===== src/include/fb_cfg.svh =====
`ifndef FB_CFG_SVH
`define FB_CFG_SVH

// raster is kept tiny so a simulation sees many frames

// horizontal timing, in clock cycles
`define FB_H_ACTIVE       64
`define FB_H_TOTAL        96
`define FB_HSYNC_START    72
`define FB_HSYNC_END      79

// vertical timing, in lines
`define FB_V_ACTIVE       24
`define FB_V_TOTAL        30
`define FB_VSYNC_START    26
`define FB_VSYNC_END      27

// frame RAM
`define FB_ADDR_W         10   // 1024 words of 16 bits
`define FB_BASE           512  // word address of pixel word 0

// 8 pixels of 2 bits per word
`define FB_WORDS_PER_LINE 8

`endif

===== src/logic/fb_pkg.sv =====
`include "fb_cfg.svh"

package fb_pkg;

  typedef logic [1:0] pixel_t;   // palette index
  typedef logic [3:0] colour_t;  // rgb level on the pins

  typedef logic [`FB_ADDR_W-1:0] ram_addr_t;

  // raster counters
  typedef logic [6:0] hpos_t;
  typedef logic [4:0] vpos_t;

  // one frame word, seen as raw data by the host and RAM,
  // or as eight pixels by the scanout
  // pix[0] sits in bits 15:14 and is shown first
  typedef union packed {
    logic [15:0]        raw;
    pixel_t [0:7]       pix;
  } fb_word_t;

endpackage


===== src/logic/pixel_scanout.sv =====
`timescale 1ns/10ps
`include "fb_cfg.svh"

module pixel_scanout
  import fb_pkg::*;
(
  input  logic      clk,
  input  logic      rst_n,
  input  hpos_t     hpos,
  input  vpos_t     vpos,
  input  logic      hsync,
  input  logic      vsync,
  input  logic      display_on,
  output logic      vid_req,
  output ram_addr_t vid_addr,
  input  fb_word_t  vid_rdata,
  output colour_t   rgb,
  output logic      hsync_out,
  output logic      vsync_out
);

  localparam colour_t PALETTE [0:3] = '{4'd0, 4'd1, 4'd4, 4'd7};

  logic [7:0] next_h;      // position two cycles ahead
  vpos_t      fetch_line;
  logic [2:0] fetch_grp;   // word within the line
  logic       req_q;       // RAM data arrives this cycle
  fb_word_t   shreg;       // pixels of the current word
  pixel_t     pix_d1;
  logic       disp_d1;
  logic       hs_d1;
  logic       vs_d1;

  assign next_h = {1'b0, hpos} + 8'd2;

  // fetch two cycles ahead of the first pixel of each group
  always_comb begin
    fetch_line = vpos;
    fetch_grp  = next_h[5:3];
    vid_req    = 1'b0;
    if (hpos[2:0] == 3'd6) begin
      if (next_h == 8'(`FB_H_TOTAL)) begin
        // group 0 of the following line, wraps at frame end
        fetch_line = (vpos == vpos_t'(`FB_V_TOTAL - 1)) ? '0 : vpos + 1'b1;
        fetch_grp  = 3'd0;
        vid_req    = (fetch_line < vpos_t'(`FB_V_ACTIVE));
      end else begin
        vid_req = (next_h < 8'(`FB_H_ACTIVE)) && (vpos < vpos_t'(`FB_V_ACTIVE));
      end
    end
  end

  assign vid_addr = ram_addr_t'(`FB_BASE + `FB_WORDS_PER_LINE * fetch_line + fetch_grp);

  always_ff @(posedge clk or negedge rst_n) begin
    if (!rst_n)
      req_q <= 1'b0;
    else
      req_q <= vid_req;
  end

  // load on return, otherwise move the next pixel to the top
  always_ff @(posedge clk) begin
    if (req_q)
      shreg <= vid_rdata;
    else
      shreg.raw <= {shreg.raw[13:0], 2'b00};
  end

  // two stage output pipe, syncs follow the same delay
  always_ff @(posedge clk or negedge rst_n) begin
    if (!rst_n) begin
      pix_d1    <= '0;
      disp_d1   <= 1'b0;
      hs_d1     <= 1'b0;
      vs_d1     <= 1'b0;
      rgb       <= '0;
      hsync_out <= 1'b0;
      vsync_out <= 1'b0;
    end else begin
      pix_d1    <= shreg.pix[0];
      disp_d1   <= display_on;
      hs_d1     <= hsync;
      vs_d1     <= vsync;
      rgb       <= disp_d1 ? PALETTE[pix_d1] : '0;  // black in blanking
      hsync_out <= hs_d1;
      vsync_out <= vs_d1;
    end
  end

endmodule


===== config.mk =====
export PLATFORM = sky130hd
export DESIGN_NAME = pixel_scanout
export DESIGN_NICKNAME = d
export VERILOG_FILES = /design/src/logic/fb_pkg.sv /design/src/logic/pixel_scanout.sv
export VERILOG_INCLUDE_DIRS = /design/src /design/src/include
export SDC_FILE = /design/constraint.sdc
export NUM_CORES = 1
export LEC_CHECK = 0
export ABC_AREA = 1
export BUFFER_PORTS_ARGS = -buffer_cell sky130_fd_sc_hd__clkbuf_2
export CAP_MARGIN = 10
export CORE_MARGIN = 1.5
export CORE_UTILIZATION = 51
export DETAILED_ROUTE_END_ITERATION = 12
export PLACE_DENSITY = 0.83
export SYNTH_ARGS = -nofsm -noshare
export SYNTH_HDL_FRONTEND = slang
export SYNTH_SLANG_ARGS = --single-unit
export TNS_END_PERCENT = 100

===== constraint.sdc =====
create_clock -name clk -period 3.85 [get_ports clk]
set_input_delay 0.77 -clock clk [delete_from_list [all_inputs] [get_ports clk]]
set_output_delay 0.77 -clock clk [all_outputs]
set_load 0.02 [all_outputs]

==> run_results.csv <==
group,metric,value,unit
outcome,outcome,"finished, final reports clean",
floorplan,die_area,2814,um2
critical_path,timing.critical_path.fanout_max,6,
critical_path,worst_setup_path_endpoint,"vid_req",
critical_path,reg2reg_slack,2.61,ns
cts,clock_insertion_delay_worst_skew,0.31,ns
placement,post-dp-hpwl,1.843,mm
layout,fin_util,67.05,%
critical_path,worst_case_reg_to_reg_path_depth,1,
sta,rsz0062_at_grt,"false",
logic_synthesis,synthArstFlopShare,40.74,%
route,drc,0,
cts,ctsLongestPathBuffers,2,
floorplan,initial_core_util,55.61,%
route,firstDrtPassIters,4,
global_route,first_global_vias,903,
layout,drive_above_1_share,41.08,%
logic_synthesis,synth_seq_area_share,46.62,%
sta,maxClockFrequency,0.3299,GHz
cts,path_clk_slew,0.12,ns
floorplan,core_area,2297,um2
route,vias,1028,
sta,finalCriticalPeriod,3.031,ns
placement,numPortBuffers,46,
layout,area.growth.synth_to_final,20.57,%
cts,cts.repair.resized,0,
power,power.leakage,0.8802,nW
logic_synthesis,synthesized_netlist_cell_count,139,
layout,nets,222,
cts,cts.root.buffer_cell,"sky130_fd_sc_hd__clkbuf_4",
cts,holdBufCountCts,0,
logic_synthesis,mappedNetlistArea,1277,um2
logic_synthesis,synth-seq-cells,27,
cts,cts_num_sinks,27,
cts,htree_num_levels,1,
critical_path,timing_worst_setup_path_type,"input pin to output port",
sta,finClkSkew,0.007542,ns
sta,max-slew-margin-rel,61.14,%
route,via_per_inst,4.826,
global_route,grt_start_max_net_pins,17,
logic_synthesis,number_of_flops_mapped_to_enable_cells_by_yosys,0,
layout,final_cell_area,1540,um2
global_route,antenna_found_initial,0,
critical_path,critical_path_launch_point_type,"input pin",
logic_synthesis,synthMostInstantiatedCell,"sky130_fd_sc_hd__nand2_1",
logic_synthesis,yosys-top-cells-area,"sky130_fd_sc_hd__dfxtp_1 25%, sky130_fd_sc_hd__dfrtp_1 22%, sky130_fd_sc_hd__mux2_2 12%",
sta,setup-violations-final,0,
logic_synthesis,ys.flop_type,"sky130_fd_sc_hd__dfxtp_1",
global_route,first_pass_grt_wire_length,3.553,mm
run,maxCapViolCount,0,
logic_synthesis,synth_warnings,0,
route,drtIter0Drc,14,
sta,setup_tns,0,ns
floorplan,die_w,53.05,um
critical_path,critPathLaunch,"hpos[1]",
critical_path,critical_path_capture_point_type,"output port",
critical_path,worst_r2r_startpoint,"req_q$_DFF_PN0_",
route,route.final.wire_length,2.223,mm
critical_path,worstPathRequired,3.08,ns
power,peakVddDrop,0.4152,mV
logic_synthesis,yosysTopAreaCellShare,25.07,%
global_route,all_layer_global_routing_usage,17.28,%
sta,hold_viol_final,0,
global_route,grt-ovfl-total,0,
cts,postCtsSetupBuffers,0,
sta,worst-slew-pin-transition,0.5829,ns
power,p_per_area,327.7,nW/um2
route,detail_route.wl_per_cell,10.44,um
logic_synthesis,post-synth-top-area-cell,"sky130_fd_sc_hd__dfxtp_1",
placement,preCtsSetupSlack,0.8326,ns
logic_synthesis,syn_avg_cell_area,9.190,um2
cts,tritoncts.num_buffers,3,
cts,cts_tree,"built",
critical_path,worstReg2RegEnd,"shreg[12]$_DFF_P_",
placement,dpl_cell_area,1514,um2
floorplan,die-height,53.05,um
floorplan,floorplan.io_pins,50,
route,drt.antenna.violating_nets,0,
floorplan,num_rows,17,
logic_synthesis,netlist_top_cells_count,"28 x sky130_fd_sc_hd__nand2_1, 21 x sky130_fd_sc_hd__inv_1, 16 x sky130_fd_sc_hd__dfxtp_1, 14 x sky130_fd_sc_hd__mux2_2, 11 x sky130_fd_sc_hd__dfrtp_1",
layout,antenna_cells_inserted,0,
critical_path,timing.critical_path.arrival,2.26,ns
placement,place.gp.congestion,0.7959,
sta,final.setup.worst_slack,0.8187,ns
min_path,hold_path_class,"input pin to asynchronous set/reset pin",
logic_synthesis,netlist-cell-type-count,25,
sta,layout_worst_path_cycle_share,78.74,%
sta,final-max-slew-violation-count,0,
==> per-layer routing <==
| metal | up-vias | GRT usage (%) | routed length (um) |
|---|---|---|---|
| met4 | 0 | 3.846 | 26 |
| li1 | 529 | - | - |
| met3 | 4 | 5.932 | 151 |
| met5 | - | 0 | 0 |
| met2 | 35 | 32.08 | 1189 |
| met1 | 460 | 18.68 | 856 |
==> registers in the layout, indices dropped and copies added, names as in the netlist <==
name,count
pix_d1,2
vsync_out,1
hs_d1,1
disp_d1,1
rgb,3
vs_d1,1
req_q,1
shreg,16
hsync_out,1
==> worst max-delay path, cell delays in order <==
cell and delay, ns:
sky130_fd_sc_hd__clkbuf_2 0.14, sky130_fd_sc_hd__ha_1 0.32, sky130_fd_sc_hd__inv_1 0.10, sky130_fd_sc_hd__nand3_4 0.08, sky130_fd_sc_hd__nor2_4 0.12, sky130_fd_sc_hd__nand2_4 0.07
sky130_fd_sc_hd__nor2_8 0.12, sky130_fd_sc_hd__nand2_1 0.06, sky130_fd_sc_hd__nand2_1 0.05, sky130_fd_sc_hd__nand2_1 0.04, sky130_fd_sc_hd__nor2_1 0.17, sky130_fd_sc_hd__clkbuf_2 0.20
==> power breakdown <==
group	internal [mW]	total [mW]	switching, mW
Clock	0.0404	0.112	0.0717
Combinational	0.0376	0.0894	0.0519
Sequential	0.298	0.303	0.00559
==> final cells by class <==
type | count | area, um2
well taps | 28 | 35.03
inverters | 23 | 86.33
multi-input cells | 85 | 566.8
clock buffers | 4 | 26.28
flip-flops and latches | 27 | 595.6
fillers | 195 | 757.0
repair buffers | 46 | 230.2
==> through the flow <==
step                hold slack, ns  power (mW)  std cells
finish                      0.3060      0.5047        213
global route                0.2918      0.5349        213
CTS                         0.2985      0.5117        213
detailed placement          0.3214      0.3993        209
global placement            0.3174      0.3939        209
floorplan                   0.3163      0.3642        140
==> how the worst min path moves through the flow <==
stage	startpoint	slack, ns	to
after floorplan	shreg[14]$_DFF_P_	0.32	pix_d1[0]$_DFF_PN0_
after global placement	shreg[14]$_DFF_P_	0.32	pix_d1[0]$_DFF_PN0_
after detailed placement	shreg[14]$_DFF_P_	0.32	pix_d1[0]$_DFF_PN0_
after CTS	rst_n	0.30	hsync_out$_DFF_PN0_
after global routing	rst_n	0.29	rgb[2]$_DFF_PN0_
final	rst_n	0.31	rgb[2]$_DFF_PN0_
==> layout by cell type, fill, tap and decap left out, drive strengths merged <==
cell / count
a31oi: 1
nand2: 33
clkbuf: 50
clkinv: 1
conb: 3
o21ai: 5
inv: 22
nor2: 8
mux2: 14
nand3: 10
o21bai: 1
dfrtp: 11
nand4: 6
ha: 3
dfxtp: 16
or2: 1
==> logic make-up after synthesis <==
family | after synthesis | synth area share [%]
mux | 14 | 12.34
fa+ha+maj | 3 | 2.939
simple gates | 58 | 24.58
flops | 27 | 46.62
buf+inv | 28 | 9.304
other cells | 2 | 0.5879
compound gates | 7 | 3.624
Power figures use the tool's default switching activity.
