<file path="config.mk">
export PLATFORM = sky130hd
export DESIGN_NAME = video_timing
export DESIGN_NICKNAME = d
export VERILOG_FILES = /design/src/logic/fb_pkg.sv /design/src/logic/video_timing.sv
export VERILOG_INCLUDE_DIRS = /design/src /design/src/include
export SDC_FILE = /design/constraint.sdc
export NUM_CORES = 1
export LEC_CHECK = 0
export BUFFER_PORTS_ARGS = -buffer_cell sky130_fd_sc_hd__buf_2
export CORE_MARGIN = 2
export CORE_UTILIZATION = 25
export DETAILED_ROUTE_END_ITERATION = 7
export GPL_TIMING_DRIVEN = 0
export PLACE_DENSITY = 0.49
export SYNTH_ARGS = -nofsm -noshare
export SYNTH_HDL_FRONTEND = slang
export SYNTH_SLANG_ARGS = --single-unit
</file>
<file path="constraint.sdc">
create_clock -name clk -period 1.85 [get_ports clk]
set_input_delay 0.185 -clock clk [delete_from_list [all_inputs] [get_ports clk]]
set_output_delay 0.185 -clock clk [all_outputs]
set_load 0.02 [all_outputs]
</file>
<file path="src/include/fb_cfg.svh">
`ifndef FB_CFG_SVH
`define FB_CFG_SVH

// raster is kept tiny so a simulation sees many frames

// horizontal timing, in clock cycles
`define FB_H_ACTIVE       64
`define FB_H_TOTAL        96
`define FB_HSYNC_START    72
`define FB_HSYNC_END      79

// vertical timing, in lines
`define FB_V_ACTIVE       24
`define FB_V_TOTAL        30
`define FB_VSYNC_START    26
`define FB_VSYNC_END      27

// frame RAM
`define FB_ADDR_W         10   // 1024 words of 16 bits
`define FB_BASE           512  // word address of pixel word 0

// 8 pixels of 2 bits per word
`define FB_WORDS_PER_LINE 8

`endif
</file>
<file path="src/logic/fb_pkg.sv">
`include "fb_cfg.svh"

package fb_pkg;

  typedef logic [1:0] pixel_t;   // palette index
  typedef logic [3:0] colour_t;  // rgb level on the pins

  typedef logic [`FB_ADDR_W-1:0] ram_addr_t;

  // raster counters
  typedef logic [6:0] hpos_t;
  typedef logic [4:0] vpos_t;

  // one frame word, seen as raw data by the host and RAM,
  // or as eight pixels by the scanout
  // pix[0] sits in bits 15:14 and is shown first
  typedef union packed {
    logic [15:0]        raw;
    pixel_t [0:7]       pix;
  } fb_word_t;

endpackage

</file>
<file path="src/logic/video_timing.sv">
`timescale 1ns/10ps
`include "fb_cfg.svh"

module video_timing
  import fb_pkg::*;
(
  input  logic  clk,
  input  logic  rst_n,
  output logic  hsync,
  output logic  vsync,
  output logic  display_on,
  output hpos_t hpos,
  output vpos_t vpos
);

  logic h_wrap;  // last cycle of a line
  logic v_wrap;  // last line of a frame

  assign h_wrap = (hpos == hpos_t'(`FB_H_TOTAL - 1));
  assign v_wrap = (vpos == vpos_t'(`FB_V_TOTAL - 1));

  always_ff @(posedge clk or negedge rst_n) begin
    if (!rst_n) begin
      hpos <= '0;
      vpos <= '0;
    end else begin
      if (h_wrap) begin
        hpos <= '0;
        if (v_wrap)
          vpos <= '0;
        else
          vpos <= vpos + 1'b1;  // next line
      end else begin
        hpos <= hpos + 1'b1;
      end
    end
  end

  // decoded straight from the counters, active high pulses
  assign hsync = (hpos >= hpos_t'(`FB_HSYNC_START)) &&
                 (hpos <= hpos_t'(`FB_HSYNC_END));
  assign vsync = (vpos >= vpos_t'(`FB_VSYNC_START)) &&
                 (vpos <= vpos_t'(`FB_VSYNC_END));

  assign display_on = (hpos < hpos_t'(`FB_H_ACTIVE)) &&
                      (vpos < vpos_t'(`FB_V_ACTIVE));

endmodule

</file>
==> results by group, run 1 <==
Status
  • Outcome: finished clean

Timing
  • Clock skew: 5.13 ps
  • Fin worst setup slack: ~170 ps
  • RSZ-0062 raised after global routing: false
  • Final Hold Fails: 0
  • Final setup viols: 0
  • Slew headroom: 76.0%
  • Final Slew Violations: 0
  • Setup_tns: 0 ps
  • Slew @ Worst Pin: approximately 360 ps
  • Max Fclk: between 0.5 and 0.6 GHz
  • Fin crit share: 91.0%
  • Fin crit period: 1680 ps

Worst setup path
  • Worst Path Arrival: 1500 ps
  • Critical path launch point type: flip-flop
  • Reg-to-reg endpoint: vpos[3]$_DFFE_PN0N_
  • Worst R2R Start: vpos[1]$_DFFE_PN0N_
  • Crit Path Class: reg -> out
  • CP max FO: 5
  • Worst reg-to-reg path cell count: 5
  • FF-to-FF setup slack: 370 ps
  • Critical path capture point type: primary output
  • Critical Path RT: ~1700 ps

CTS
  • Htree depth: 1
  • CTS tree: yes
  • CTS root buf: clkbuf_4
  • TritonCTS Buffers: 3
  • Clock-pin slew on the worst setup and hold paths: 80 ps
  • Clock Latency Late Sink: 270 ps
  • Clock Sink Count: 12
  • Clk buf depth: 2
  • Post-CTS Repair Setup Buffers: 0

Placed design
  • Final GP Congestion: 0.694
  • I/O Buffers: 16
  • Detailed placement HPWL: approximately 1 mm
  • Pre-CTS WS: 334 ps

Route
  • Drt total wl: 1.47 mm
  • 1st-pass router iterations: 4
  • DRC errors left: 0
  • WL per Instance: approximately 13 um
  • Initial DRC count: 2
  • Antenna viol nets, final: 0
  • Via density per instance: 4.84
  • Routed vias: around 560

Yosys
  • Cell variety after synth: 29
  • Post-synth EDFFs: 0
  • Synth async-reset ratio: 100%
  • Cells after Synth: 65
  • Syn Area/Cell: 10.5 um2
  • Cell Area, Synth: 682 um2
  • Sequential share of the synthesized area: 44.0%
  • Syn_nets: 72
  • Synth Warn #: 0
  • Yosys reg bits: 12
  • Ys flop type: dfrtp_1

Power
  • Power density over cell area: between 500 and 600 nW/um2
  • Highest ir drop seen on vdd: 0.000428 V
  • Leakage: 0.408 nW

Layout
  • Antenna cell count: 0
  • Multi-input gate area: 375 um2
  • Sequential cell area: 302 um2
  • Layout cells sized above 1: about 33%
  • Fillers: 267
  • Nets: 94
  • Area growth syn-to-layout: 25.5%

Floorplanning
  • Die height: 56.2 um
  • # rows: 18
  • Initial core utilization: 27.0%
  • Ports: 17
  • Chip width: 56.2 um
  • Die Area: 3160 um2
  • Core area: 2520 um2

Global route
  • First-pass GRT wire length: 2.47 mm
  • Number of global-route vias before repair: 520
  • Met2 global-route usage: 14.8%
  • GR Util All Layers: 9.90%
  • Initial antenna violation count: 0
  • GR Layer Usage met3: 4.42%
  • Grt peak-use layer: met2
  • Global-route track usage on met1: between 10% and 20%
  • Grt ovf: 0
  • Pin count of the biggest net entering global routing: 13

Run
  • Max cap viols: 0

Min path
  • Hold WC Path Type: in -> async
## area by class of cell
class                      instances  share of cell area [%]
multi-input combinational         49                    43.9
sequential                        12                    35.2
timing repair buffer              17                    10.5
tap                               30                    4.39
clock buffer                       4                    4.24
inverter                           4                    1.75
## flip-flops by register name, indices dropped and copies added (netlist names)
name / count
vpos: 5
hpos: 7
## worst max-delay path by stage
stage                           start    end  depth (start not counted)
finish              hpos[1]$_DFF_PN0_  hsync                          4
global route        hpos[1]$_DFF_PN0_  hsync                          4
CTS                 hpos[0]$_DFF_PN0_  hsync                          4
detailed placement  hpos[0]$_DFF_PN0_  hsync                          4
global placement    hpos[0]$_DFF_PN0_  hsync                          4
floorplan           hpos[0]$_DFF_PN0_  hsync                          3
## synth_stat cells (all sizes together) (2+ instances only)
cell | count | share of area (%)
a21oi | 3 | 2.2
nand2b | 2 | 1.8
dfrtp | 12 | 44
a22o | 2 | 2.6
ha | 5 | 9.2
nor2 | 3 | 2.8
nand3 | 3 | 2.9
inv | 4 | 2.2
nand2 | 4 | 2.2
o21ai | 4 | 2.9
and3 | 2 | 1.8
and4 | 2 | 2.6
nor2b | 4 | 3.7
o211ai | 2 | 2.2
xor2 | 2 | 2.6
## routing by layer
layer	part of all wire, %	wire [um]
met3	6.2	91
met1	51	748
met5	0	0
met2	43	627
met4	0	0
## worst max-delay path: stages (launching register included)
cell,delay [ps]
dfrtp_1,410
ha_2,260
a21oi_1,90
nor4b_2,260
buf_2,200
## what timing repair did
action	CTS	global route
endpoints found under the hold margin	12	0
endpoints found under the setup margin	0	1
gates resized for setup	0	3
hold buffers	1	0
## report_power, final
group          total, mW  internal, mW  switching, mW  leakage, nW
logic            0.00757       0.00214        0.00542        0.234
registers          0.262         0.262              0        0.153
clock network      0.210         0.120         0.0901       0.0210
total              0.479         0.384         0.0955        0.408
## through the flow
| stage | util [%] | power (mW) | std cells | area (um2) | hold slack [ps] |
|---|---|---|---|---|---|
| 5_1_grt | 33.9 | 0.506 | 116 | 856 | 359 |
| 2_1_floorplan | - | 0.267 | 65 | 682 | -111 |
| 3_3_place_gp | 31.7 | 0.274 | 111 | 800 | 86.5 |
| 6_report | 33.9 | 0.479 | 116 | 856 | 316 |
| 3_5_place_dp | 31.7 | 0.274 | 111 | 800 | 88.4 |
| 4_1_cts | 33.5 | 0.487 | 116 | 846 | 326 |
## cell families after synthesis
group / synth area share [%]
AO/OA/AOI/OAI: 17.2
XOR/XNOR: 3.85
adder cells (fa/ha/maj): 9.17
buffers and inverters: 2.20
flip-flops: 44.0
AND/OR/NAND/NOR: 23.5
## placed cells by master (no fill, tap or decap), drive strengths merged
| master | synthesis | layout |
|---|---|---|
| a41oi | 1 | 1 |
| nand2b | 2 | 2 |
| or3 | 1 | 1 |
| nor2b | 4 | 4 |
| o41ai | 1 | 1 |
| nand3 | 3 | 3 |
| clkbuf | 0 | 4 |
| nor4 | 1 | 1 |
| xnor2 | 1 | 1 |
| nor4b | 1 | 1 |
| and4 | 2 | 2 |
| and3 | 2 | 2 |
| o21bai | 1 | 1 |
| a21oi | 3 | 3 |
| xor2 | 2 | 2 |
| nor3 | 1 | 1 |
| o22ai | 1 | 1 |
| nor2 | 3 | 3 |
| a22o | 2 | 2 |
| ha | 5 | 5 |
| buf | 0 | 16 |
| nand2 | 4 | 4 |
| dlygate4sd3 | 0 | 1 |
| o31ai | 1 | 1 |
| nand4 | 1 | 1 |
| inv | 4 | 4 |
| o21ai | 4 | 4 |
| dfrtp | 12 | 12 |
| o211ai | 2 | 2 |
(Power assumes the default switching activity.)
==> inputs of run 2 (changes only) <==
==> constraint.sdc (replaced) <==
create_clock -name clk -period 1.85 [get_ports clk]
set_input_delay 0.2775 -clock clk [delete_from_list [all_inputs] [get_ports clk]]
set_output_delay 0.2775 -clock clk [all_outputs]
set_load 0.02 [all_outputs]
==> results by group, run 2 (synthesized netlist as in run 1, its figures left out) <==
Status
  • Outcome: finished clean

Layout
  • Fillers: roughly 280
  • Largest register FFs: 7
  • Largest registers: hpos x7, vpos x5
  • Nets: 95
  • Layout cells sized above 1: 35.6%
  • Final Core Density: 34.9%
  • Biggest register: hpos
  • Area growth syn-to-layout: 29.0%
  • Finished Cell Area: 880 um2
  • Antenna cell count: 0
  • Most frequent cells in the layout: buf_2, dfrtp_1
  • Most common cell after layout, fill and taps aside: buf_2

Power
  • Total power: 476 uW
  • Power density over cell area: between 500 and 600 nW/um2
  • Leakage: about 0.41 nW
  • Highest ir drop seen on vdd: approximately 0.00036 V

Floorplanning
  • # rows: 18
  • Die Area: around 3200 um2
  • Die height: 56.2 um
  • Ports: 17
  • Initial core utilization: a little over a quarter
  • Core area: roughly 2500 um2
  • Chip width: 56.2 um

Placed design
  • DP Area: about 810 um2
  • I/O Buffers: 16
  • Detailed placement HPWL: slightly above 1 mm
  • Final GP Congestion: between 0.6 and 0.7

Worst setup path
  • Critical Path RT: 1570 ps
  • Worst reg-to-reg path cell count: 5
  • Crit Path Class: reg -> out
  • Critical path capture point type: primary output
  • Reg-to-reg endpoint: vpos[4]$_DFFE_PN0N_
  • Critical path startpoint: vpos[0]$_DFFE_PN0N_
  • Worst R2R Start: vpos[1]$_DFFE_PN0N_
  • Worst Path Arrival: 1420 ps
  • CP max FO: 7
  • Critical path launch point type: flip-flop
  • FF-to-FF setup slack: 400 ps

Global route
  • Initial antenna violation count: 0
  • GR Util All Layers: approximately a tenth
  • Pin count of the biggest net entering global routing: 13
  • First-pass GRT wire length: 2.59 mm
  • Number of global-route vias before repair: 533
  • Grt ovf: 0

Timing
  • Fin crit share: 91.5%
  • Final Slew Violations: 0
  • Final setup viols: 0
  • Fin crit period: roughly 1700 ps
  • RSZ-0062 raised after global routing: false
  • Slew headroom: 80.7%
  • Worst-case hold slack: between 400 and 500 ps
  • Setup_tns: 0 ps
  • Slew @ Worst Pin: 289 ps
  • Final Hold Fails: 0
  • Clock skew: 1.46 ps
  • Max Fclk: 0.591 GHz

CTS
  • Clock Latency Late Sink: 270 ps
  • Clock-pin slew on the worst setup and hold paths: approximately 70 ps
  • CTS tree: yes
  • CTS root buf: clkbuf_4
  • Clk buf depth: 2
  • Clock Sink Count: 12
  • Htree depth: 1
  • TritonCTS Buffers: 3

Route
  • Drt total wl: roughly 1.5 mm
  • WL per Instance: 12.5 um
  • Via density per instance: between 4 and 5
  • Antenna viol nets, final: 0
  • DRC errors left: 0
  • Initial DRC count: 13
  • Routed vias: roughly 560
  • 1st-pass router iterations: 4

Min path
  • Hold WC Path Type: in -> async

Run
  • Max cap viols: 0
run 2: cell types whose count changed in the layout (fill, tap and decap cells not counted), sizes merged:
cell | before | now
buf | 16 | 17
run 2: what timing repair did:
item | 4_1_cts | 5_1_grt
hold buffers | 1 | 0
buffers inserted | 0 | 1
endpoints found under the hold margin | 12 | 0
resized for setup | 0 | 6
setup endpoints to repair | 0 | 2
run 2: final cells by class:
cell class / instances / area (um2) / share of cell area [%]
clock buffer: 4 / 36.3 / 4.13
sequential: 12 / 303 / 34.4
inverter: 4 / 15.0 / 1.71
tap: 30 / 37.5 / 4.27
timing repair buffer: 18 / 100 / 11.4
multi-input combinational: 49 / 388 / 44.1
run 2: how the worst max path moves through the flow:
| stage | to | slack, ps | depth (start not counted) |
|---|---|---|---|
| after global routing | vsync | 9 | 4 |
| after CTS | hsync | 3 | 4 |
| after global placement | hsync | 310 | 4 |
| after detailed placement | hsync | 330 | 4 |
| after floorplan | hsync | 190 | 3 |
| final | vsync | 160 | 5 |
run 2: critical path, stage by stage, from the launching register on:
cell     delay (ps)
dfrtp_1         450
inv_1           100
ha_1            200
o22ai_1         170
nor3_1           70
buf_2           160
run 2: routing by layer:
layer,vias up,routed length [um],global-route usage [%]
met5,-,0,0
met4,0,0,1.02
met3,0,119,5.81
met2,19,645,15.1
met1,261,702,14.2
li1,283,-,-
run 2: stage by stage:
step	cells	setup slack, ps
after floorplan	65	192
after global placement	111	309
after detailed placement	111	332
after CTS	116	3.20
after global routing	117	8.83
final	117	157
run 2: where the power goes:
| part | internal (mW) | leakage [nW] | total (mW) | switching, mW |
|---|---|---|---|---|
| logic | 0.00214 | 0.242 | 0.00755 | 0.00541 |
| registers | 0.262 | 0.151 | 0.262 | 0 |
| clock network | 0.120 | 0.0210 | 0.207 | 0.0873 |
