[config.mk]
export PLATFORM = sky130hd
export DESIGN_NAME = bus_arbiter
export DESIGN_NICKNAME = d
export VERILOG_FILES = /design/src/logic/fb_pkg.sv /design/src/logic/bus_arbiter.sv
export VERILOG_INCLUDE_DIRS = /design/src /design/src/include
export SDC_FILE = /design/constraint.sdc
export NUM_CORES = 1
export LEC_CHECK = 0
export BUFFER_PORTS_ARGS = -buffer_cell sky130_fd_sc_hd__buf_2
export CAP_MARGIN = 10
export CELL_PAD_IN_SITES_DETAIL_PLACEMENT = 2
export CELL_PAD_IN_SITES_GLOBAL_PLACEMENT = 2
export CORE_AREA = 2 2 78 80
export CTS_CLUSTER_SIZE = 12
export DETAILED_ROUTE_END_ITERATION = 6
export DIE_AREA = 0 0 80 82
export PLACE_DENSITY_LB_ADDON = 0.08
export SYNTH_ARGS = -nofsm -noshare
export SYNTH_HDL_FRONTEND = slang
export SYNTH_SLANG_ARGS = --single-unit
export TNS_END_PERCENT = 1
[constraint.sdc]
create_clock -name clk -period 1.1 [get_ports clk]
set_clock_uncertainty 0.2 [all_clocks]
set_input_delay 0.22 -clock clk [delete_from_list [all_inputs] [get_ports clk]]
set_output_delay 0.22 -clock clk [all_outputs]
set_load 0.05 [all_outputs]
[src/include/fb_cfg.svh]
`ifndef FB_CFG_SVH
`define FB_CFG_SVH

// raster is kept tiny so a simulation sees many frames

// horizontal timing, in clock cycles
`define FB_H_ACTIVE       64
`define FB_H_TOTAL        96
`define FB_HSYNC_START    72
`define FB_HSYNC_END      79

// vertical timing, in lines
`define FB_V_ACTIVE       24
`define FB_V_TOTAL        30
`define FB_VSYNC_START    26
`define FB_VSYNC_END      27

// frame RAM
`define FB_ADDR_W         10   // 1024 words of 16 bits
`define FB_BASE           512  // word address of pixel word 0

// 8 pixels of 2 bits per word
`define FB_WORDS_PER_LINE 8

`endif
[src/logic/fb_pkg.sv]
`include "fb_cfg.svh"

package fb_pkg;

  typedef logic [1:0] pixel_t;   // palette index
  typedef logic [3:0] colour_t;  // rgb level on the pins

  typedef logic [`FB_ADDR_W-1:0] ram_addr_t;

  // raster counters
  typedef logic [6:0] hpos_t;
  typedef logic [4:0] vpos_t;

  // one frame word, seen as raw data by the host and RAM,
  // or as eight pixels by the scanout
  // pix[0] sits in bits 15:14 and is shown first
  typedef union packed {
    logic [15:0]        raw;
    pixel_t [0:7]       pix;
  } fb_word_t;

endpackage

[src/logic/bus_arbiter.sv]
`timescale 1ns/10ps

module bus_arbiter
  import fb_pkg::*;
(
  input  logic        clk,
  input  logic        rst_n,
  // video master, always wins
  input  logic        vid_req,
  input  ram_addr_t   vid_addr,
  output fb_word_t    vid_rdata,
  // host master
  input  ram_addr_t   host_addr,
  input  logic [15:0] host_wdata,
  input  logic        host_we,
  input  logic        host_re,
  output logic        host_hold,
  output logic [15:0] host_rdata,
  output logic        host_rvalid,
  // RAM port
  output ram_addr_t   ram_addr,
  output logic [15:0] ram_wdata,
  output logic        ram_we,
  input  logic [15:0] ram_rdata
);

  logic host_go;    // host owns the port this cycle
  logic host_rd;    // host read issued this cycle
  logic vid_rd_q;   // read data next cycle belongs to video
  logic host_rd_q;  // read data next cycle belongs to host

  assign host_go   = !vid_req && (host_we || host_re);
  assign host_rd   = host_go && host_re && !host_we;  // write wins if both are set
  assign host_hold = vid_req && (host_we || host_re);

  assign ram_addr  = vid_req ? vid_addr : host_addr;
  assign ram_wdata = host_wdata;
  assign ram_we    = host_go && host_we;

  // remember the owner of each read for the return cycle
  always_ff @(posedge clk or negedge rst_n) begin
    if (!rst_n) begin
      vid_rd_q  <= 1'b0;
      host_rd_q <= 1'b0;
    end else begin
      vid_rd_q  <= vid_req;
      host_rd_q <= host_rd;
    end
  end

  // steer the returned word to its owner only
  assign vid_rdata   = vid_rd_q ? fb_word_t'(ram_rdata) : '0;
  assign host_rdata  = host_rd_q ? ram_rdata : '0;
  assign host_rvalid = host_rd_q;

endmodule

==> flow_metrics.env, run 1 <==
export IMPL_outcome="complete, but fails checks"
export IMPL_violations="setup timing"
export IMPL_cellPowerDensity_mw_per_mm2=769
export IMPL_regArea_um2=52.6
export IMPL_synthAdderAreaFrac_pct=0
export IMPL_fillers=648
export IMPL_crit_type="flop to output pin"
export IMPL_fp_coreArea_mm2=0.00575
export IMPL_die_w_um=80
export IMPL_combPwrFrac_pct=65.6
export IMPL_instances_no_fill=220
export IMPL_grt_usage_pct=7.90
export IMPL_cts_sinks=2
export IMPL_finalCritPeriodShare_pct=139
export IMPL_drive_above_1_share_pct=97.2
export IMPL_max_slew_worst_pin_slew_ns=0.247
export IMPL_syn_nets=123
export IMPL_grt_antenna_before_repair=0
export IMPL_std_cell_rows=28
export IMPL_yosys_mux_area_fraction_pct=25.1
export IMPL_syn_avg_cell_area_um2=8.38
export IMPL_crit_chain="buf_6 -> and2_2 -> buf_6"
export IMPL_cts_tree="yes"
export IMPL_vias_per_cell=3.47
export IMPL_p_leak_nw=0.757
export IMPL_path_max_fanout=8
export IMPL_max_freq_mhz=653
export IMPL_seq_power_share_pct=7.3
export IMPL_final_antenna_net_count=0
export IMPL_syn_cell_area_um2=553
export IMPL_drv_slew=0
export IMPL_place_inst=212
export IMPL_clk_path_buf_depth=2
export IMPL_grt_max_degree=13
export IMPL_synth_top_family_by_area="simple AND/OR/NAND/NOR gates"
export IMPL_grt_pass1_wl_um=4000
export IMPL_hold_violations=0
export IMPL_crit_slowest_cell="dfrtp_2"
export IMPL_multi_input_area_um2=430
export IMPL_grt_pass1_vias=884
export IMPL_p_int_mw=0.655
export IMPL_end_kind="output pin"
export IMPL_syn_inst=66
export IMPL_cts_root_buf="clkbuf_8"
export IMPL_yosys_area_share_simple_pct=39.1
export IMPL_layout_min_cycle_time_ns=1.53
export IMPL_dp_hpwl_um=2120
export IMPL_numCtsBuffers=3
export IMPL_switching_share_pct=42.4
export IMPL_ys_seq_elements=2
export IMPL_htree_levels=1
export IMPL_drt_iter0_drc=2
export IMPL_clkTransAtPathRegs_ns=0.03
export IMPL_worstPathArrival_ns=1.11
export IMPL_final_area_mm2=0.00148
export IMPL_first_pass_iters=2
export IMPL_cp_endpoint="vid_rdata[8]"
export IMPL_vdd_drop_max_uv=291
export IMPL_antennaDiodeCount=0
export IMPL_maxCapViolCount=0
export IMPL_cp_start_kind="flop"
export IMPL_ys_seq_area_share_pct=9.05
export IMPL_synth_xor_xnor_area_share_pct=0
export IMPL_required_ns=0.68
export IMPL_die_area_mm2=0.00656
export IMPL_critPathLaunch="vid_rd_q$_DFF_PN0_"
export IMPL_synth_compound_area_share_pct=1.36
export IMPL_grt_remaining_overflow=0
export IMPL_setup_slack_ns=-0.432
export IMPL_nNetsFinal=203
export IMPL_dr_total_vias=764
export IMPL_start_util_pct=9.63
export IMPL_drc=0
export IMPL_io_pins=118
export IMPL_rsz0062_at_grt="yes"
export IMPL_max_stage_delay_ns=0.41
export IMPL_p_switching_mw=0.483
export IMPL_crit_top_cell="buf_6"
export IMPL_port_buffers=85
export IMPL_wire_per_inst_um=12.5
export IMPL_place_area_mm2=0.00103
export IMPL_clkPwrFrac_pct=27.1
export IMPL_die_h_um=82
export IMPL_place_gp_congestion=0.582
export IMPL_slew_headroom_pct=83.7
export IMPL_hold_path_class="primary input to flop"
export IMPL_routed_wl_um=2740
export IMPL_ys_types=11
export IMPL_area_growth_pct=168
export IMPL_yosys_warnings=0
export IMPL_setup_viol=45
[cell type report]
type,count,area share [%]
clock buffer,4,3.04
multi-input combinational,45,29.1
sequential,2,3.55
tap,75,6.34
timing repair buffer,94,58.0
[cells by family (layout without fill, tap and decap cells)]
kind of cell | count (synthesis) | in the layout
AND/OR/NAND/NOR | 34 | 34
multiplexers | 10 | 10
flip-flops | 2 | 2
AO/OA/AOI/OAI | 1 | 1
buffers and inverters | 19 | 98
[sequential cells by signal (all words and copies together) (netlist names)]
name / count
host_rvalid: 1
vid_rd_q: 1
[cell usage in the layout, fill, tap and decap left out]
cell type,count
buf_8,6
and2b_2,1
buf_4,3
buf_12,3
clkbuf_1,1
buf_2,40
dfrtp_2,2
buf_6,40
dlygate4sd3_1,1
clkbuf_16,1
mux2_4,7
and2_4,22
mux2_2,3
and2_2,10
nor3b_1,1
o21a_1,1
clkbuf_8,3
[metal layers]
metal  GRT usage, %  wire length [um]  share of wire, %
met3           3.08               388                14
met5              0                 0                 0
met4           3.22                21              0.77
met2           15.7              1460                53
met1           7.10               877                32
[worst max-delay path: cells and delay by family, from the launching register on]
family,cells,cell delay [ns]
buffers and inverters,2,0.30
flip-flops,1,0.41
AND/OR/NAND/NOR,1,0.19
[synthesized netlist by cell type, drive strengths merged]
cell	number	area share (%)
mux2	10	25
and2	32	36
clkbuf	1	0.68
nor3b	1	1.4
buf	18	25
and2b	1	1.6
o21a	1	1.4
dfrtp	2	9.1
[power groups by stage]
stage | clock network (mW) | registers, mW | logic, mW
after floorplan | 0 | 0.0872 | 0.563
after global placement | 0 | 0.0874 | 0.576
after detailed placement | 0 | 0.0882 | 0.580
after CTS | 0.318 | 0.0843 | 0.753
after global routing | 0.327 | 0.0842 | 0.781
final | 0.308 | 0.0836 | 0.747
[worst min path at each step]
| stage | from | endpoint | slack [ns] | cells after the start |
|---|---|---|---|---|
| 2_1_floorplan | rst_n | host_rvalid$_DFF_PN0_ | -0.28 | 0 |
| 3_3_place_gp | rst_n | vid_rd_q$_DFF_PN0_ | -0.19 | 1 |
| 3_5_place_dp | rst_n | vid_rd_q$_DFF_PN0_ | -0.19 | 1 |
| 4_1_cts | host_re | host_rvalid$_DFF_PN0_ | 0.08 | 2 |
| 5_1_grt | host_re | host_rvalid$_DFF_PN0_ | 0.08 | 2 |
| 6_report | host_we | host_rvalid$_DFF_PN0_ | 0.08 | 3 |
[metrics by stage]
step | utilization (%) | setup slack (ns) | hold WS, ns | TNS, ns | total power [mW]
3_5_place_dp | 17.9 | -0.424 | -0.186 | -14.92 | 0.669
3_3_place_gp | 17.9 | -0.414 | -0.188 | -14.07 | 0.664
6_report | 25.8 | -0.432 | 0.0792 | -14.82 | 1.14
5_1_grt | 25.8 | -0.462 | 0.0812 | -15.99 | 1.19
2_1_floorplan | - | -0.254 | -0.276 | -7.28 | 0.650
4_1_cts | 25.8 | -0.443 | 0.0755 | -15.41 | 1.16
[repair_timing]
action,in CTS,in global routing
hold buffers,1,0
setup buffers,2,0
endpoints found under the setup margin,45,45
gates resized for setup,114,2
hold endpoints to repair,2,0
pin swaps,1,0
gates cloned,1,0
Power figures use the tool's default switching activity.
==> inputs of run 2 (changes only) <==
CORE_AREA = 10 10 86 88   (was 2 2 78 80)
DIE_AREA = 0 0 96 98   (was 0 0 80 82)
PLACE_DENSITY_LB_ADDON = 0.1   (was 0.08)
==> flow_metrics.env, run 2 (synthesized netlist as in run 1, its figures left out) <==
export IMPL_cts_hold_buf=1
export IMPL_vdd_drop_max_uv=264
export IMPL_final_common_cell="buf_2"
export IMPL_path_max_fanout=5
export IMPL_layout_common_cells="buf_2 (40), buf_6 (37), and2_4 (27)"
export IMPL_finalCritPeriodShare_pct=139
export IMPL_grt_remaining_overflow=0
export IMPL_cts_root_buf="clkbuf_8"
export IMPL_die_w_um=96
export IMPL_drv_slew=0
export IMPL_p_leak_nw=0.767
export IMPL_grt_antenna_before_repair=0
export IMPL_clk_path_buf_depth=2
export IMPL_nNetsFinal=203
export IMPL_rsz0062_at_grt="yes"
export IMPL_antennaDiodeCount=0
export IMPL_setup_slack_ns=-0.425
export IMPL_place_gp_congestion=0.694
export IMPL_max_slew_worst_pin_slew_ns=0.252
export IMPL_max_freq_mhz=656
export IMPL_slew_headroom_pct=83.3
export IMPL_die_h_um=98
export IMPL_hold_violations=1
export IMPL_grt_pass1_wl_um=4720
export IMPL_htree_levels=1
export IMPL_cp_start_kind="flop"
export IMPL_cellPowerDensity_mw_per_mm2=772
export IMPL_post_place_ws_ns=-0.430
export IMPL_drive_above_1_share_pct=97.2
export IMPL_io_pins=118
export IMPL_setup_viol=45
export IMPL_layout_min_cycle_time_ns=1.52
export IMPL_grt_max_degree=13
export IMPL_clkTransAtPathRegs_ns=0.03
export IMPL_dp_hpwl_um=2900
export IMPL_grt_pass1_vias=924
export IMPL_crit_slowest_cell="dfrtp_2"
export IMPL_hold_path_class="primary input to flop"
export IMPL_vias_per_cell=3.55
export IMPL_required_ns=0.68
export IMPL_final_antenna_net_count=0
export IMPL_drc=0
export IMPL_die_area_mm2=0.00941
export IMPL_end_kind="output pin"
export IMPL_regArea_um2=52.6
export IMPL_timing_hold_ws_ns=-0.00810
export IMPL_dr_total_vias=781
export IMPL_area_growth_pct=171
export IMPL_first_pass_iters=2
export IMPL_wire_per_inst_um=15.4
export IMPL_start_util_pct=9.63
export IMPL_worstPathArrival_ns=1.10
export IMPL_crit_type="flop to output pin"
export IMPL_drt_iter0_drc=7
export IMPL_multi_input_area_um2=437
export IMPL_crit_chain="clkbuf_16 -> and2_4 -> buf_6"
export IMPL_fp_coreArea_mm2=0.00575
export IMPL_routed_wl_um=3400
export IMPL_maxCapViolCount=0
export IMPL_cts_tree="yes"
export IMPL_violations="hold timing, setup timing"
export IMPL_fillers=650
export IMPL_cts_sinks=2
export IMPL_port_buffers=85
export IMPL_grt_usage_pct=6.45
export IMPL_max_stage_delay_ns=0.44
export IMPL_numCtsBuffers=3
export IMPL_std_cell_rows=28
export IMPL_outcome="complete, but fails checks"
==> run 2: worst max-delay path, delay by kind of cell, from the launching register on <==
family                 cells  cell delay [ns]
buffers and inverters      2             0.31
flip-flops                 1             0.44
AND/OR/NAND/NOR            1             0.13
==> run 2: where the power goes <==
part	leakage, nW	internal (mW)	total, mW	switching (mW)
Sequential	0.0226	0.0781	0.0836	0.00545
Clock	0.0228	0.246	0.311	0.0643
Combinational	0.722	0.342	0.764	0.422
Total	0.767	0.666	1.16	0.492
==> run 2: metrics by stage <==
stage / cells / cell area (um2) / TNS (ns) / total power [mW] / utilization (%)
after floorplan: 66 / 606 / -7.28 / 0.650 / -
after global routing: 220 / 1500 / -15.62 / 1.22 / 26.1
after detailed placement: 211 / 1020 / -14.95 / 0.673 / 17.8
final: 220 / 1500 / -14.43 / 1.16 / 26.1
after CTS: 219 / 1410 / -14.83 / 1.14 / 24.5
after global placement: 211 / 1020 / -14.27 / 0.668 / 17.8
==> run 2: worst paths after layout <==
kind / startpoint / to / cells past startpoint
hold / removal: host_we / host_rvalid$_DFF_PN0_ / 2
max in group asynchronous: rst_n / vid_rd_q$_DFF_PN0_ / 2
setup / recovery: host_rvalid$_DFF_PN0_ / host_rdata[9] / 3
min in group asynchronous: rst_n / host_rvalid$_DFF_PN0_ / 2
==> run 2: what timing repair did <==
action | CTS | global route
hold endpoints to repair | 3 | 1
setup buffers | 3 | 0
pin swaps | 0 | 6
gates cloned | 0 | 1
gates resized for setup | 101 | 25
endpoints found under the setup margin | 45 | 45
==> run 2: final cells by class <==
| cell class | instances | share of cell area [%] |
|---|---|---|
| Sequential cell | 2 | 3.50 |
| Timing Repair Buffer | 94 | 58.1 |
| Multi-Input combinational cell | 45 | 29.1 |
| Clock buffer | 4 | 3.00 |
| Tap cell | 75 | 6.26 |
==> run 2: per-layer routing <==
metal / vias to the layer above / part of all wire [%] / global-route usage (%)
li1: 348 / - / -
met1: 351 / 30 / 4.93
met2: 76 / 47 / 10.9
met3: 6 / 23 / 6.58
met4: 0 / 0.88 / 1.82
met5: - / 0 / 0
